[config.mk]
export PLATFORM = sky130hd
export DESIGN_NAME = ifmap_packer
export DESIGN_NICKNAME = d
export VERILOG_FILES = /design/src/common/conv_pkg.sv /design/src/source/ifmap_packer.sv
export VERILOG_INCLUDE_DIRS = /design/src /design/src/common
export SDC_FILE = /design/constraint.sdc
export NUM_CORES = 1
export LEC_CHECK = 0
export BUFFER_PORTS_ARGS = -buffer_cell sky130_fd_sc_hd__buf_4
export CELL_PAD_IN_SITES_DETAIL_PLACEMENT = 0
export CELL_PAD_IN_SITES_GLOBAL_PLACEMENT = 2
export CORE_AREA = 2 2 85 87
export CTS_BUF_LIST = sky130_fd_sc_hd__clkbuf_8
export DETAILED_ROUTE_END_ITERATION = 8
export DIE_AREA = 0 0 87 89
export PLACE_DENSITY = 0.84
export SYNTH_ARGS = -nofsm -noshare
export SYNTH_HDL_FRONTEND = slang
export SYNTH_SLANG_ARGS = --single-unit
export TNS_END_PERCENT = 100
[constraint.sdc]
create_clock -name clk -period 1.4 [get_ports clk]
set_clock_uncertainty 0.1 [all_clocks]
set_input_delay 0.21 -clock clk [delete_from_list [all_inputs] [get_ports clk]]
set_output_delay 0.21 -clock clk [all_outputs]
set_load 0.05 [all_outputs]
[src/common/conv_settings.svh]
`ifndef CONV_SETTINGS_SVH
`define CONV_SETTINGS_SVH

// array rows, also words per input vector
`define ARRAY_HEIGHT 4
// array columns, also words per output vector
`define ARRAY_WIDTH 4

`define IFMAP_WIDTH 16
`define WEIGHT_WIDTH 16
`define OFMAP_WIDTH 32

// vectors per bank
`define BANK_DEPTH 8

`endif

[src/common/conv_pkg.sv]
`default_nettype none

`include "conv_settings.svh"

package conv_pkg;

  typedef logic signed [`IFMAP_WIDTH-1:0] ifmap_t;
  typedef logic signed [`WEIGHT_WIDTH-1:0] weight_t;
  typedef logic signed [`OFMAP_WIDTH-1:0] psum_t;

  // element r feeds array row r
  typedef ifmap_t [`ARRAY_HEIGHT-1:0] ifmap_vec_t;

  // element c is output column c
  typedef psum_t [`ARRAY_WIDTH-1:0] psum_vec_t;

endpackage

`default_nettype wire

[src/source/ifmap_packer.sv]
`timescale 1ns/1ps
`default_nettype none

`include "conv_settings.svh"

module ifmap_packer (
  input  wire                           clk,
  input  wire                           rst_n,
  input  wire  conv_pkg::ifmap_t        ifmap_dat,
  input  wire                           ifmap_vld,
  output conv_pkg::ifmap_vec_t          vec,
  output logic                          vec_vld
);

  localparam int CNT_W = $clog2(`ARRAY_HEIGHT);
  localparam logic [CNT_W-1:0] LAST_ROW = CNT_W'(`ARRAY_HEIGHT - 1);

  logic [CNT_W-1:0] cnt;   // row slot of the next word
  logic             last;

  assign last = ifmap_vld && (cnt == LAST_ROW);

  always_ff @(posedge clk or negedge rst_n) begin
    if (!rst_n) begin
      cnt     <= '0;
      vec_vld <= 1'b0;
    end else begin
      vec_vld <= last;   // vector complete after the last word
      if (last) begin
        cnt <= '0;
      end else if (ifmap_vld) begin
        cnt <= cnt + 1'b1;
      end
    end
  end

  // word k of a group lands in row k
  always_ff @(posedge clk) begin
    if (ifmap_vld) begin
      vec[cnt] <= ifmap_dat;
    end
  end

endmodule

`default_nettype wire

==> results.toml <==
[critical_path]
crit_fanout = 5
critPathMaxStageDelay_ns = 0.42
path_buf_inv = 2
start_kind = "register"
rr_startpoint = "cnt[0]$_DFFE_PN0P_"
critPathSlowestCell = "dfrtp_1"
critPathArrivalTime_ns = 1.30
crit_family = "flip-flops"
reg2reg_to = "vec[12]$_DFFE_PP_"
crit_chain = "inv_2 -> ha_1 -> and2_4 -> buf_6"
crit_path_start = "cnt[0]$_DFFE_PN0P_"
required_ns = 1.35
critical_path_depth = 4
end_kind = "register"
rr_worst_depth = 4
worstSetupPathType = "reg2reg"
r2r_setup_slack_ns = 0.05

[final_layout]
area_growth_pct = 58.15
drive_above_1_share_pct = 54.85
nets = 224
antenna_cells = 0

[global_route]
grtUsageTotal_pct = 11.40
grt_first_pass_wirelength_um = 6306
met3_usage_pct = 7.572
globalRouteOverflowTotal = 0
grt_max_degree = 18
antenna_found_initial = 0
met1_usage_pct = 11.63
busiest_layer = "met2"
grt_pass1_vias = 1256
use_met2_pct = 19.36

[floorplanning]
dieHeight_um = 89
core-area_mm2 = 0.006719
io_pins = 84
start_util_pct = 31.42
dieArea_mm2 = 0.007743
die_width_um = 87
rows = 30

[sta]
hold_violations = 0
rsz0062_at_grt = "true"
fmax_mhz = 742.9
setup_viol = 0
fin_hold_ws_ns = 0.09770
setup-tns-final_ns = 0
post-route-min-period_ns = 1.346
worstMarginPinSlew_ns = 0.2599
maxSlewHeadroom_pct = 82.67
fin_crit_sh_pct = 96.14
drv_slew = 0

[clock_tree]
cts_made_buffers = 9
cts_tree = "built"
insertion_delay_ns = 0.33
root_buffer = "clkbuf_8"
cts_max_level = 3
clock_sinks = 67
cts_max_path_buffers = 2
path_clk_slew_ns = 0.07

[yosys]
ys_types = 8
synth_top_area_cell = "edfxtp_1"
yosys_register_bits = 67
synth_top_area_share_pct = 91.05
syn_inst = 81
synth_area_leaders = "edfxtp_1 91%, dfrtp_1 3.6%, ha_1 2.4%"
synthesis.area_mm2 = 0.002111
syn_nets = 104
yosysWarnings = 0
syn_area_per_cell_um2 = 26.06
seq_area_frac_synth_pct = 94.61

[route]
dr.pass1.iters = 4
route.vias.total = 1194
drtIter0Drc = 30
routed_wl_um = 4219
routed_via_density = 4.175
drc = 0
wl_per_cell_um = 14.75
postRouteAntennaNets = 0

[power]
peakVddDrop_mv = 1.015
pwr_density_cell_mw_per_mm2 = 1823
power.leakage_nw = 1.327

[placed_design]
gp_congestion = 0.7711
port_buffers = 83
hpwl_um = 2877

[hold_path]
hp-class = "in2async"

[job]
max_cap_violations = 0

[status]
status = "finished clean"
[power breakdown]
part,internal (mW),switching (mW)
sequential,2.54,0.0893
clock,1.09,0.673
combinational,0.527,1.17
total,4.16,1.93
[logic make-up after synthesis]
family / synth area share [%]
buffers and inverters: 0.3558
adders and majority gates: 2.371
AOI/OAI and AO/OA: 0.4742
and+or+nand+nor: 2.194
DFF: 94.61
[metal layers]
metal,wire length [um],vias to the layer above
li1,-,559
met1,1544,569
met2,2198,61
met3,436,5
met4,40,0
met5,0,-
[sequential cells by signal, indices dropped and copies added (netlist names)]
| name | flops |
|---|---|
| vec | 64 |
| vec_vld | 1 |
| cnt | 2 |
[Yosys cell counts]
| master | n |
|---|---|
| o21ai_0 | 2 |
| nand3b_1 | 1 |
| or3b_1 | 1 |
| inv_1 | 2 |
| edfxtp_1 | 64 |
| and2_2 | 4 |
| dfrtp_1 | 3 |
| ha_1 | 4 |
[area by class of cell]
cell class | instances | area [um2]
Clock buffer | 11 | 151.4
Clock inverter | 5 | 76.32
Fill cell | 571 | 3381
Inverter | 2 | 7.507
Multi-Input combinational cell | 13 | 122.6
Sequential cell | 67 | 1997
Tap cell | 80 | 100.1
Timing Repair Buffer | 108 | 883.3
[worst reg2reg max path, delay by kind of cell (launching register included)]
| kind | cells | cell delay (ns) |
|---|---|---|
| AND/OR/NAND/NOR | 1 | 0.18 |
| adder cells (fa/ha/maj) | 1 | 0.14 |
| flip-flops | 1 | 0.42 |
| buffers and inverters | 2 | 0.22 |
[what timing repair did]
item,in CTS,in global routing
buffers inserted,0,0
endpoints found under the setup margin,43,48
pin swaps,0,2
hold endpoints to repair,67,1
hold buffers,17,1
gates resized for setup,5,8
gates cloned,1,0
[cells in the final DEF, fill, tap and decap left out]
master	instances
and2_4	5
buf_12	1
buf_4	85
buf_6	4
bufinv_16	2
clkbuf_8	11
clkinv_2	1
clkinvlp_4	1
dfrtp_1	3
dlygate4sd3_1	18
edfxtp_1	64
ha_1	3
ha_2	1
inv_1	1
inv_2	2
nand3b_1	1
o21ai_0	1
o21ai_1	1
or3b_1	1
[through the flow]
stage	instance area (um2)	util [%]	total power [mW]	std cells	setup WS (ns)
after floorplan	2111	-	3.665	81	0.05749
after CTS	3312	49.29	6.129	285	0.01047
after global placement	2899	43.15	4.254	251	-0.1120
after detailed placement	2899	43.15	4.281	251	-0.1775
final	3338	49.68	6.087	286	0.05399
after global routing	3338	49.68	6.344	286	-0.01582
[worst max-delay path by stage]
stage	slack, ns	end
6_report	0.05	vec[12]$_DFFE_PP_
5_1_grt	-0.02	vec[23]$_DFFE_PP_
4_1_cts	0.01	vec[28]$_DFFE_PP_
3_5_place_dp	-0.18	vec[43]$_DFFE_PP_
3_3_place_gp	-0.11	vec[37]$_DFFE_PP_
2_1_floorplan	0.06	vec[32]$_DFFE_PP_
Power figures use the tool's default switching activity.
